$ cat config.mk
export PLATFORM = sky130hd
export DESIGN_NAME = cpu_top
export DESIGN_NICKNAME = d
export VERILOG_FILES = /design/src/common/cpu_pkg.sv /design/src/source/cpu_top.sv /design/src/source/writeback_stage.sv /design/src/execute/execute_stage.sv /design/src/execute/alu.sv /design/src/source/fetch_stage.sv /design/src/source/reg_bank.sv
export VERILOG_INCLUDE_DIRS = /design/src /design/src/common
export SDC_FILE = /design/constraint.sdc
export NUM_CORES = 2
export LEC_CHECK = 0
export BUFFER_PORTS_ARGS = -buffer_cell sky130_fd_sc_hd__buf_2
export CORE_MARGIN = 4
export CORE_UTILIZATION = 55
export DETAILED_ROUTE_END_ITERATION = 10
export GPL_TIMING_DRIVEN = 0
export MAX_ROUTING_LAYER = met4
export PLACE_DENSITY = 0.71
export SLEW_MARGIN = 25
export SYNTH_ARGS = -nofsm -noshare
export SYNTH_HDL_FRONTEND = slang
export SYNTH_SLANG_ARGS = --single-unit
$ cat constraint.sdc
create_clock -name clock -period 5.44 [get_ports clock]
set_clock_uncertainty 0.05 [all_clocks]
set_input_delay 1.088 -clock clock [delete_from_list [all_inputs] [get_ports clock]]
set_output_delay 1.088 -clock clock [all_outputs]
set_load 0.02 [all_outputs]
$ cat src/common/cpu_macros.svh
`ifndef CPU_MACROS_SVH
`define CPU_MACROS_SVH

// data word and memory address width
`define CPU_WORD_WIDTH 64

// entries in the register bank and in the flag bank
`define CPU_REG_COUNT 8

// immediate field in the upper half of the instruction word
`define CPU_IMM_WIDTH 32

// first fetch address out of reset
`define CPU_RESET_PC 0

`endif
$ cat src/common/cpu_pkg.sv
`default_nettype none

`include "cpu_macros.svh"

package cpu_pkg;

    typedef logic [`CPU_WORD_WIDTH-1:0] word_t;
    typedef logic [$clog2(`CPU_REG_COUNT)-1:0] reg_idx_t;

    // 0..7 write a register (except store), 8..9 a flag, 10..11 the pc
    typedef enum logic [5:0] {
        OP_ADD   = 6'd0,
        OP_SUB   = 6'd1,
        OP_AND   = 6'd2,
        OP_OR    = 6'd3,
        OP_XOR   = 6'd4,
        OP_LDI   = 6'd5,
        OP_SHL   = 6'd6,
        OP_STORE = 6'd7,
        OP_CMPEQ = 6'd8,
        OP_CMPLT = 6'd9,
        OP_BRF   = 6'd10,
        OP_JMP   = 6'd11
    } opcode_t;

    // bits 31..16 carry nothing
    typedef struct packed {
        logic [`CPU_IMM_WIDTH-1:0]                     imm;
        logic [`CPU_WORD_WIDTH-`CPU_IMM_WIDTH-17:0]    unused;
        logic                                          highlow;
        reg_idx_t                                      rd;
        reg_idx_t                                      rb;
        reg_idx_t                                      ra;
        opcode_t                                       opcode;
    } instr_t;

    typedef enum logic [1:0] {
        FETCH     = 2'd0,
        EXECUTE   = 2'd1,
        WRITEBACK = 2'd2
    } phase_t;

    typedef enum logic [1:0] {
        KIND_NONE  = 2'd0,
        KIND_REG   = 2'd1,
        KIND_FLAG  = 2'd2,
        KIND_STORE = 2'd3
    } result_kind_t;

    typedef struct packed {
        result_kind_t kind;
        logic         redirect;
        reg_idx_t     dest;
        word_t        value;
        logic         flag;
        word_t        target;
    } exec_result_t;

endpackage

`default_nettype wire

$ cat src/source/cpu_top.sv
`timescale 1ns/10ps
`default_nettype none

module cpu_top
(
    input  wire logic             clock,
    input  wire logic             arst_n,
    input  wire cpu_pkg::word_t   data,
    output cpu_pkg::word_t        address,
    output cpu_pkg::word_t        datao,
    output logic                  rw
);

    cpu_pkg::phase_t       phase;
    cpu_pkg::instr_t       instr;
    cpu_pkg::word_t        pc;
    cpu_pkg::word_t        reg_a;
    cpu_pkg::word_t        reg_b;
    logic                  flag_a;
    cpu_pkg::exec_result_t result;
    logic                  gpr_wr_en;
    logic                  flag_wr_en;
    cpu_pkg::reg_idx_t     wr_idx;
    cpu_pkg::word_t        gpr_wr_data;
    logic                  flag_wr_data;
    logic                  store_en;
    cpu_pkg::word_t        store_addr;
    logic                  pc_load;
    cpu_pkg::word_t        next_pc;

    fetch_stage u_fetch (
        .clock      (clock),
        .arst_n     (arst_n),
        .data       (data),
        .pc_load    (pc_load),
        .next_pc    (next_pc),
        .store_en   (store_en),
        .store_addr (store_addr),
        .phase      (phase),
        .instr      (instr),
        .pc         (pc),
        .address    (address),
        .rw         (rw)
    );

    reg_bank #(.entry_t(cpu_pkg::word_t)) gpr_bank (
        .clock    (clock),
        .arst_n   (arst_n),
        .rd_idx_a (instr.ra),
        .rd_idx_b (instr.rb),
        .rd_a     (reg_a),
        .rd_b     (reg_b),
        .wr_en    (gpr_wr_en),
        .wr_idx   (wr_idx),
        .wr_data  (gpr_wr_data)
    );

    // only the ra flag feeds the branch
    reg_bank #(.entry_t(logic)) flag_bank (
        .clock    (clock),
        .arst_n   (arst_n),
        .rd_idx_a (instr.ra),
        .rd_idx_b (instr.rb),
        .rd_a     (flag_a),
        .rd_b     (),
        .wr_en    (flag_wr_en),
        .wr_idx   (wr_idx),
        .wr_data  (flag_wr_data)
    );

    execute_stage u_execute (
        .clock  (clock),
        .arst_n (arst_n),
        .phase  (phase),
        .instr  (instr),
        .reg_a  (reg_a),
        .reg_b  (reg_b),
        .flag_a (flag_a),
        .result (result)
    );

    writeback_stage u_writeback (
        .phase        (phase),
        .result       (result),
        .pc           (pc),
        .gpr_wr_en    (gpr_wr_en),
        .flag_wr_en   (flag_wr_en),
        .wr_idx       (wr_idx),
        .gpr_wr_data  (gpr_wr_data),
        .flag_wr_data (flag_wr_data),
        .store_en     (store_en),
        .store_addr   (store_addr),
        .store_data   (datao),
        .pc_load      (pc_load),
        .next_pc      (next_pc)
    );

endmodule

`default_nettype wire

$ cat src/source/writeback_stage.sv
`timescale 1ns/10ps
`default_nettype none

module writeback_stage
(
    input  wire cpu_pkg::phase_t        phase,
    input  wire cpu_pkg::exec_result_t  result,
    input  wire cpu_pkg::word_t         pc,
    output logic                        gpr_wr_en,
    output logic                        flag_wr_en,
    output cpu_pkg::reg_idx_t           wr_idx,
    output cpu_pkg::word_t              gpr_wr_data,
    output logic                        flag_wr_data,
    output logic                        store_en,
    output cpu_pkg::word_t              store_addr,
    output cpu_pkg::word_t              store_data,
    output logic                        pc_load,
    output cpu_pkg::word_t              next_pc
);

    logic wb;

    assign wb = (phase == cpu_pkg::WRITEBACK);

    assign gpr_wr_en    = wb && (result.kind == cpu_pkg::KIND_REG);
    assign flag_wr_en   = wb && (result.kind == cpu_pkg::KIND_FLAG);
    assign wr_idx       = result.dest;
    assign gpr_wr_data  = result.value;
    assign flag_wr_data = result.flag;

    assign store_en   = wb && (result.kind == cpu_pkg::KIND_STORE);
    assign store_addr = result.target;
    // datao stays at zero unless a store owns the port
    assign store_data = store_en ? result.value : '0;

    // pc moves once per instruction, at the end of writeback
    assign pc_load = wb;
    assign next_pc = result.redirect ? result.target : pc + cpu_pkg::word_t'(1);

endmodule

`default_nettype wire

$ cat src/execute/execute_stage.sv
`timescale 1ns/10ps
`default_nettype none

module execute_stage
(
    input  wire logic             clock,
    input  wire logic             arst_n,
    input  wire cpu_pkg::phase_t  phase,
    input  wire cpu_pkg::instr_t  instr,
    input  wire cpu_pkg::word_t   reg_a,
    input  wire cpu_pkg::word_t   reg_b,
    input  wire logic             flag_a,
    output cpu_pkg::exec_result_t result
);

    cpu_pkg::word_t        alu_result;
    logic                  alu_flag;
    cpu_pkg::exec_result_t result_next;

    alu u_alu (
        .opcode  (instr.opcode),
        .a       (reg_a),
        .b       (reg_b),
        .imm     (instr.imm),
        .highlow (instr.highlow),
        .result  (alu_result),
        .flag    (alu_flag)
    );

    always_comb
    begin
        result_next.kind     = cpu_pkg::KIND_NONE;
        result_next.redirect = 1'b0;
        result_next.dest     = instr.rd;
        result_next.value    = alu_result;
        result_next.flag     = alu_flag;
        result_next.target   = cpu_pkg::word_t'(instr.imm);
        case (instr.opcode)
            cpu_pkg::OP_ADD, cpu_pkg::OP_SUB, cpu_pkg::OP_AND, cpu_pkg::OP_OR,
            cpu_pkg::OP_XOR, cpu_pkg::OP_LDI, cpu_pkg::OP_SHL:
                result_next.kind = cpu_pkg::KIND_REG;
            cpu_pkg::OP_STORE:
            begin
                result_next.kind  = cpu_pkg::KIND_STORE;
                result_next.value = reg_a;
            end
            cpu_pkg::OP_CMPEQ, cpu_pkg::OP_CMPLT:
                result_next.kind = cpu_pkg::KIND_FLAG;
            // branch on the flag named by ra
            cpu_pkg::OP_BRF:
                result_next.redirect = flag_a;
            cpu_pkg::OP_JMP:
                result_next.redirect = 1'b1;
            default:
                result_next.kind = cpu_pkg::KIND_NONE;
        endcase
    end

    always_ff @(posedge clock or negedge arst_n)
    begin
        if (!arst_n)
            result <= '0;
        else if (phase == cpu_pkg::EXECUTE)
            result <= result_next;
        else
            result.kind <= cpu_pkg::KIND_NONE;
    end

endmodule

`default_nettype wire

$ cat src/execute/alu.sv
`timescale 1ns/10ps
`default_nettype none

`include "cpu_macros.svh"

module alu
(
    input  wire cpu_pkg::opcode_t           opcode,
    input  wire cpu_pkg::word_t             a,
    input  wire cpu_pkg::word_t             b,
    input  wire logic [`CPU_IMM_WIDTH-1:0]  imm,
    input  wire logic                       highlow,
    output cpu_pkg::word_t                  result,
    output logic                            flag
);

    localparam int LOW_WIDTH   = `CPU_WORD_WIDTH - `CPU_IMM_WIDTH;
    localparam int SHAMT_WIDTH = $clog2(`CPU_WORD_WIDTH);

    logic [SHAMT_WIDTH-1:0] shamt;

    assign shamt = b[SHAMT_WIDTH-1:0];

    always_comb
    begin
        result = '0;
        flag   = 1'b0;
        case (opcode)
            cpu_pkg::OP_ADD:
                result = a + b;
            cpu_pkg::OP_SUB:
                result = a - b;
            cpu_pkg::OP_AND:
                result = a & b;
            cpu_pkg::OP_OR:
                result = a | b;
            cpu_pkg::OP_XOR:
                result = a ^ b;
            cpu_pkg::OP_LDI:
            begin
                // high load keeps the low half of a
                if (highlow)
                    result = {imm, a[LOW_WIDTH-1:0]};
                else
                    result = {{LOW_WIDTH{1'b0}}, imm};
            end
            cpu_pkg::OP_SHL:
                result = a << shamt;
            cpu_pkg::OP_CMPEQ:
                flag = (a == b);
            // unsigned compare
            cpu_pkg::OP_CMPLT:
                flag = (a < b);
            default:
            begin
                result = '0;
                flag   = 1'b0;
            end
        endcase
    end

endmodule

`default_nettype wire

$ cat src/source/fetch_stage.sv
`timescale 1ns/10ps
`default_nettype none

`include "cpu_macros.svh"

module fetch_stage
(
    input  wire logic             clock,
    input  wire logic             arst_n,
    input  wire cpu_pkg::word_t   data,
    input  wire logic             pc_load,
    input  wire cpu_pkg::word_t   next_pc,
    input  wire logic             store_en,
    input  wire cpu_pkg::word_t   store_addr,
    output cpu_pkg::phase_t       phase,
    output cpu_pkg::instr_t       instr,
    output cpu_pkg::word_t        pc,
    output cpu_pkg::word_t        address,
    output logic                  rw
);

    cpu_pkg::phase_t phase_next;

    // fixed three-phase sequence, one instruction in flight
    always_comb
    begin
        case (phase)
            cpu_pkg::FETCH:     phase_next = cpu_pkg::EXECUTE;
            cpu_pkg::EXECUTE:   phase_next = cpu_pkg::WRITEBACK;
            cpu_pkg::WRITEBACK: phase_next = cpu_pkg::FETCH;
            default:            phase_next = cpu_pkg::FETCH;
        endcase
    end

    always_ff @(posedge clock or negedge arst_n)
    begin
        if (!arst_n)
        begin
            phase <= cpu_pkg::FETCH;
            pc    <= cpu_pkg::word_t'(`CPU_RESET_PC);
        end
        else
        begin
            phase <= phase_next;
            if (pc_load)
                pc <= next_pc;
        end
    end

    // memory answers in the same cycle, so the word is taken at the fetch edge
    always_ff @(posedge clock)
    begin
        if (phase == cpu_pkg::FETCH)
            instr <= cpu_pkg::instr_t'(data);
    end

    // the port belongs to the store only for its writeback cycle
    assign address = store_en ? store_addr : pc;
    assign rw      = ~store_en;

    a_store_in_writeback: assert property (
        @(posedge clock) disable iff (!arst_n)
        store_en |-> phase == cpu_pkg::WRITEBACK
    );

    a_pc_load_in_writeback: assert property (
        @(posedge clock) disable iff (!arst_n)
        pc_load |-> phase == cpu_pkg::WRITEBACK
    );

endmodule

`default_nettype wire

$ cat src/source/reg_bank.sv
`timescale 1ns/10ps
`default_nettype none

`include "cpu_macros.svh"

module reg_bank
#(
    parameter type entry_t = logic
)
(
    input  wire logic               clock,
    input  wire logic               arst_n,
    input  wire cpu_pkg::reg_idx_t  rd_idx_a,
    input  wire cpu_pkg::reg_idx_t  rd_idx_b,
    output entry_t                  rd_a,
    output entry_t                  rd_b,
    input  wire logic               wr_en,
    input  wire cpu_pkg::reg_idx_t  wr_idx,
    input  wire entry_t             wr_data
);

    entry_t entries [`CPU_REG_COUNT];

    always_ff @(posedge clock or negedge arst_n)
    begin
        if (!arst_n)
        begin
            for (int i = 0; i < `CPU_REG_COUNT; i++)
                entries[i] <= entry_t'(0);
        end
        else if (wr_en)
        begin
            entries[wr_idx] <= wr_data;
        end
    end

    // reads are combinational, a write shows up after the edge
    assign rd_a = entries[rd_idx_a];
    assign rd_b = entries[rd_idx_b];

    a_wr_idx_known: assert property (
        @(posedge clock) disable iff (!arst_n)
        wr_en |-> !$isunknown(wr_idx)
    );

endmodule

`default_nettype wire

# After elaboration in Yosys (flattened, before gate mapping)
# Cells that the tools add are included.
# op_classes
shifts	1
addsub	3
n_eq_ne	17
n_bitwise	7
order_cmp	5
mux	26
reduce_logical	8
# ops
op	n
$mux 64	10
$bwmux 512	1
$pmux 64 s7	1
$bmux 64 s3	2
$demux 64 s3	1
$add 64x1->64 const B	1
$add 64x64->64	1
$and 64x64->64	1
$eq 64x64->1	1
$lt 64x64->1	1
$or 64x64->64	1
$shl 64x6->64	1
$sub 64x64->64	1
$xor 64x64->64	1
$eq 6x3->1 const B	4
$eq 6x4->1 const B	4
$eq 6x2->1 const B	2
$ge 4x4->1 const B	3
$not 3->4	3
$bwmux 8	1
$reduce_or 7->1	1
$eq 2x2->1 const B	3
$eq 6x1->1 const B	1
$logic_not 6->1	1
other kinds (13)	20
# totals
inputBits	66
elab_cells	97
ff_bits	737
out_inout_bits	129

# Longest topological paths before layout
# depth
depth_word	7
depth_mapped	21
ltp_nobuf	17

# Hierarchy
# From an unflattened synthesis, not the netlist that was laid out.
# hier_totals
cells_unflattened	5283
hier_area_um2	56359.1
# by_module_without_submodules
mod	instances	area_each_um2	cells_each	seq_area_each_um2
reg_bank at gpr_bank	1	26611.8	1541	12812.3
alu	1	15113.2	2278	0.0
fetch_stage	1	5382.7	276	3573.4
execute_stage	1	5053.6	570	2577.5
writeback_stage	1	3701.0	588	0.0
reg_bank at flag_bank	1	496.7	30	200.2

# Least setup slack after synthesis
# OpenSTA, ideal clock, no wires.
# synth_path
path_type	register to register
from	reg, netlist name u_fetch.instr[9]
to	reg, netlist name u_execute.result[128]
setup_time_ps	126
t_arrival_ps	5506
slack_ps	-242
path_buffers	5
required_ps	5264
path_stages_with_launch	19
period_less_slack_ps	5682
path_cell_list	edfxtp_1 -> buf_2 -> clkbuf_1 -> buf_1 -> buf_1 -> mux4_2 -> mux2i_1 -> ha_1 -> clkbuf_1 -> nand4_1 -> or4_1 -> o2111ai_1 -> a31oi_1 -> o41a_1 -> o211ai_1 -> nand3_1 -> xor2_1 -> nor2_1 -> o32a_1
# synth_via
elab_chain_cells	7
elab_cells_between_ends	12
cone_classes	add/sub (2); shift (1); mux (5); bitwise (4)
# synth_lines
item	line	rtl
$not 3->4 (*)	-	
$bmux 64 s3 (*)	reg_bank.sv:39	assign rd_b = entries[rd_idx_b];
$mux 64 (not written as such) (*) (2 in a row)	reg_bank.sv:39	
$sub 64x64->64 (tied with other cells)	alu.sv:32	result = a - b;
$pmux 64 s7 (*)	alu.sv:28	case (opcode)
$mux 64 (*)	execute_stage.sv:38	case (instr.opcode)
# Every way passes the cells marked *; elsewhere a longest branch is shown, timed or not. The select of a mux whose other input is x is not followed.
# A chain may end at the register's enable or synchronous reset.

# Final worst setup path
# layout_path
from	reg, netlist name u_fetch.instr[10]
to	reg, netlist name u_execute.result[114]
# layout_via
elab_chain_cells	7
elab_cells_between_ends	12
cone_classes	add/sub (2); shift (1); mux (5); bitwise (4)
# layout_lines
item	line
$not 3->4 (*)	-
$bmux 64 s3 (*)	reg_bank.sv:39
$mux 64 (not written as such) (*) (2 in a row)	reg_bank.sv:39
$sub 64x64->64 (tied with other cells)	alu.sv:32
$pmux 64 s7 (*)	alu.sv:28
$mux 64 (*)	execute_stage.sv:38
# Marks and branches as above.

==> results.md <==
* Status: complete, but fails checks
* Violated checks: setup timing
* Grt total ovfl at 0
* Min Clock Period, post-route at 5600 ps
* Lkg Pwr at 27.9 nW
* Ports at 195
* Mean Syn Cell Area at about 10 um^2
* Slowest CP cell: a221oi_2
* Crit-path max FO at 10
* CTS Buffer Depth at 3
* Unique masters post-synth at 89
* Total GRT Usage at 53.6%
* Share of cells above drive strength 1 at 29.8%
* Final instance area at 0.0621 mm^2
* Max incr delay on CP at 580 ps
* Length in cells of the worst reg-to-reg path at 21
* Post-route insts no fill at 6,913
* CP Data Required Time at 5970 ps
* DRC errors left at 0
* Largest net degree at the start of global routing at between 90 and 100
* Number of global-route vias before repair at approximately 49k
* Final hold viol count at 0
* DR pass1 iterations at 10
* Post-synth EDFFs at 48
* Most used cell, CP: buf_4
* Post-DRT Antenna Nets at 0
* Final setup viols at 19
* Cell Area, Placed at approximately 0.056 mm^2
* Worst-path cell chain: buf_4 -> clkbuf_16 -> mux4_2 -> mux2i_4 -> clkinv_4 -> buf_8 -> clkbuf_8 -> ha_1 -> a21o_1 -> a311o_1 -> a31oi_4 -> buf_4 -> o21ai_2 -> a221oi_2 -> buf_4 -> o221ai_4 -> a21oi_4 -> o21ai_1 -> xnor2_1 -> a221oi_2 -> nor2_1
* Final net count at 5,834
* YS warnings at 0
* Relative slew slack at 13.2%
* Cells after synthesis at 5,190
* Setup crit end kind: flop
* DR vias/cell at around 7.5
* Max VDD drop at 0.319 mV
* Initial Utilization at 55.8%
* Total CTS buffers at 83
* Final Max Slew Viols at 0
* Hold Crit Class: in -> async
* Gpl congestion at 1.16
* Reg-to-reg setup timing slack at -160 ps
* Power per cell area at roughly 210 mW/mm^2
* Die width at 317 um
* CTS Hold Buffers Added at 0
* Die area at approximately 0.1 mm^2
* Post-synth top area share at 32.9%
* FP Rows at 112
* CP Class: reg -> reg
* Initial DRC count at 9,250
* Clk sinks at 737
* Die H at roughly 320 um
* Initial antenna violation count at 20
* Slew at the pin closest to its max-slew limit at approximately 1300 ps
* Final HPWL DP at 193 mm
* Asr flop ratio synth at 93.5%
* Register area share after synthesis at 35.6%
* Htree depth at 3
* Startpoint types: flop
* Yosys reg bits at 737
* Buffers on Ports at 178
* Area contributors post-synth: dfrtp_1 (33%), mux2_2 (12%), mux4_2 (11%)
* Clk pin slew, worst setup/hold paths at about 70 ps
* Critical R2R Capture: u_execute.result[114]
* Placed insts at 6,645
* First-pass GRT wire length at 368 mm
* Vias at approximately 52k
* CTS tree: built
* Post-Syn Area at 0.0524 mm^2
* Cell taking the most area after synthesis: dfrtp_1
* Mapped Nets at ~5.5k
* CP Data Arrival Time at approximately 6100 ps
* Setup ws final at -161 ps
* MaxCap Viol Count at 0
* Filler instances at 7,202
* Core ar. at 0.0939 mm^2
* FF-to-FF Start: u_fetch.instr[10]
* CP bufs+invs at 7
* Clock latency on the worst-skew pair at 730 ps
* Synthesis-to-finish area growth at 18.4%
* Final period utilization at 103%
* Top_reg_cell synth: dfrtp_1
* Drt wl/cell at 39.1 um
* Unrepaired setup endpoints after global routing: true
* Achievable Freq at roughly 0.18 GHz
* Root buf cell: clkbuf_16
* Total Wirelength at about 270 mm
* Worst path top cell family by delay: compound AO/OA/AOI/OAI gates
==> sequential cells by signal, indices dropped and copies added, names as in the netlist <==
register,count
flag_bank.entries,8
gpr_bank.entries,512
u_execute.result,103
u_fetch.instr,48
u_fetch.pc,64
u_fetch.phase,2
==> worst max path at each step <==
stage                                 start                     to  slack [ps]  cells after the start
after floorplan            u_fetch.instr[9]  u_execute.result[128]           7                     18
final                     u_fetch.instr[10]  u_execute.result[114]        -160                     21
after CTS                  u_fetch.instr[6]  u_execute.result[122]         0.4                     16
after detailed placement   u_fetch.instr[9]  u_execute.result[107]       -3330                     19
after global placement               arst_n  gpr_bank.entries[116]      -11490                      1
after global routing      u_fetch.instr[10]  u_execute.result[114]        -100                     21
==> stage by stage <==
stage	hold slack, ps	TNS [ps]	worst slack (ps)	utilization (%)	total power [W]
final	233	-1120	-161	66.1	0.0133
after global routing	256	-921	-99.4	66.1	0.0135
after CTS	253	0	0.441	64.6	0.0130
after detailed placement	396	-126060	-3330	59.2	0.00711
after global placement	388	-7944250	-11490	58.5	0.00707
after floorplan	365	0	6.78	-	0.00646
==> repair_timing <==
item                                   CTS  global route
setup buffers                           50            62
endpoints found under the hold margin    0             0
pin swaps                               18            28
gates cloned                             0             2
setup endpoints to repair               61            33
gates resized for setup                424           208
==> routing by layer <==
layer	share of wire, %	global-route usage, %	up-vias
li1	-	-	20100
met1	34	64.3	25500
met2	40	73.4	4790
met3	16	21.9	1423
met4	9.6	36.9	0
met5	0	-	-
==> power breakdown <==
group	leakage, nW	switching (W)	internal [W]
registers	9.89	0.000118	0.00560
clock network	1.37	0.00266	0.00331
logic	16.6	0.00107	0.000569
==> final cells by class <==
cell class	instances	area, um^2	share of cell area, %
Buffer	421	2390	3.86
Timing Repair Buffer	315	2470	3.99
Sequential cell	737	18700	30.1
Clock buffer	108	2290	3.69
Inverter	211	806	1.30
Multi-Input combinational cell	3802	33300	53.6
Antenna cell	19	47.5	0.0766
Tap cell	1254	1570	2.53
Clock inverter	46	518	0.835
==> cell families after synthesis <==
kind of cell | synth area share [%]
compound gates | 15.3
xor+xnor | 0.752
fa+ha+maj | 4.73
buf+inv | 4.94
flops | 35.6
mux | 27.4
simple gates | 11.3
==> placed cells by master, fill, tap and decap left out, types with 82 or more instances in the layout <==
cell / n
a21oi_1: 337
and2_1: 104
buf_1: 82
buf_2: 203
buf_4: 120
clkbuf_1: 199
clkbuf_16: 88
dfrtp_1: 689
ha_1: 179
inv_1: 201
mux2_2: 546
mux2i_1: 122
mux2i_4: 88
mux4_2: 252
nand2_1: 467
nor2_1: 375
o21ai_0: 224
==> synth_stat cells (51+ instances only) <==
library cell,count
nor3_1,66
mux4_2,252
a21oi_1,353
o21ai_0,238
inv_1,203
and2_1,104
a221oi_1,62
buf_1,112
mux2i_1,227
o211ai_1,57
nand2_1,471
clkbuf_1,275
o22ai_1,51
mux2_2,546
nor2_1,384
dfrtp_1,689
ha_1,195
nand3_1,77
No activity file was read; power rests on OpenSTA's default activity.
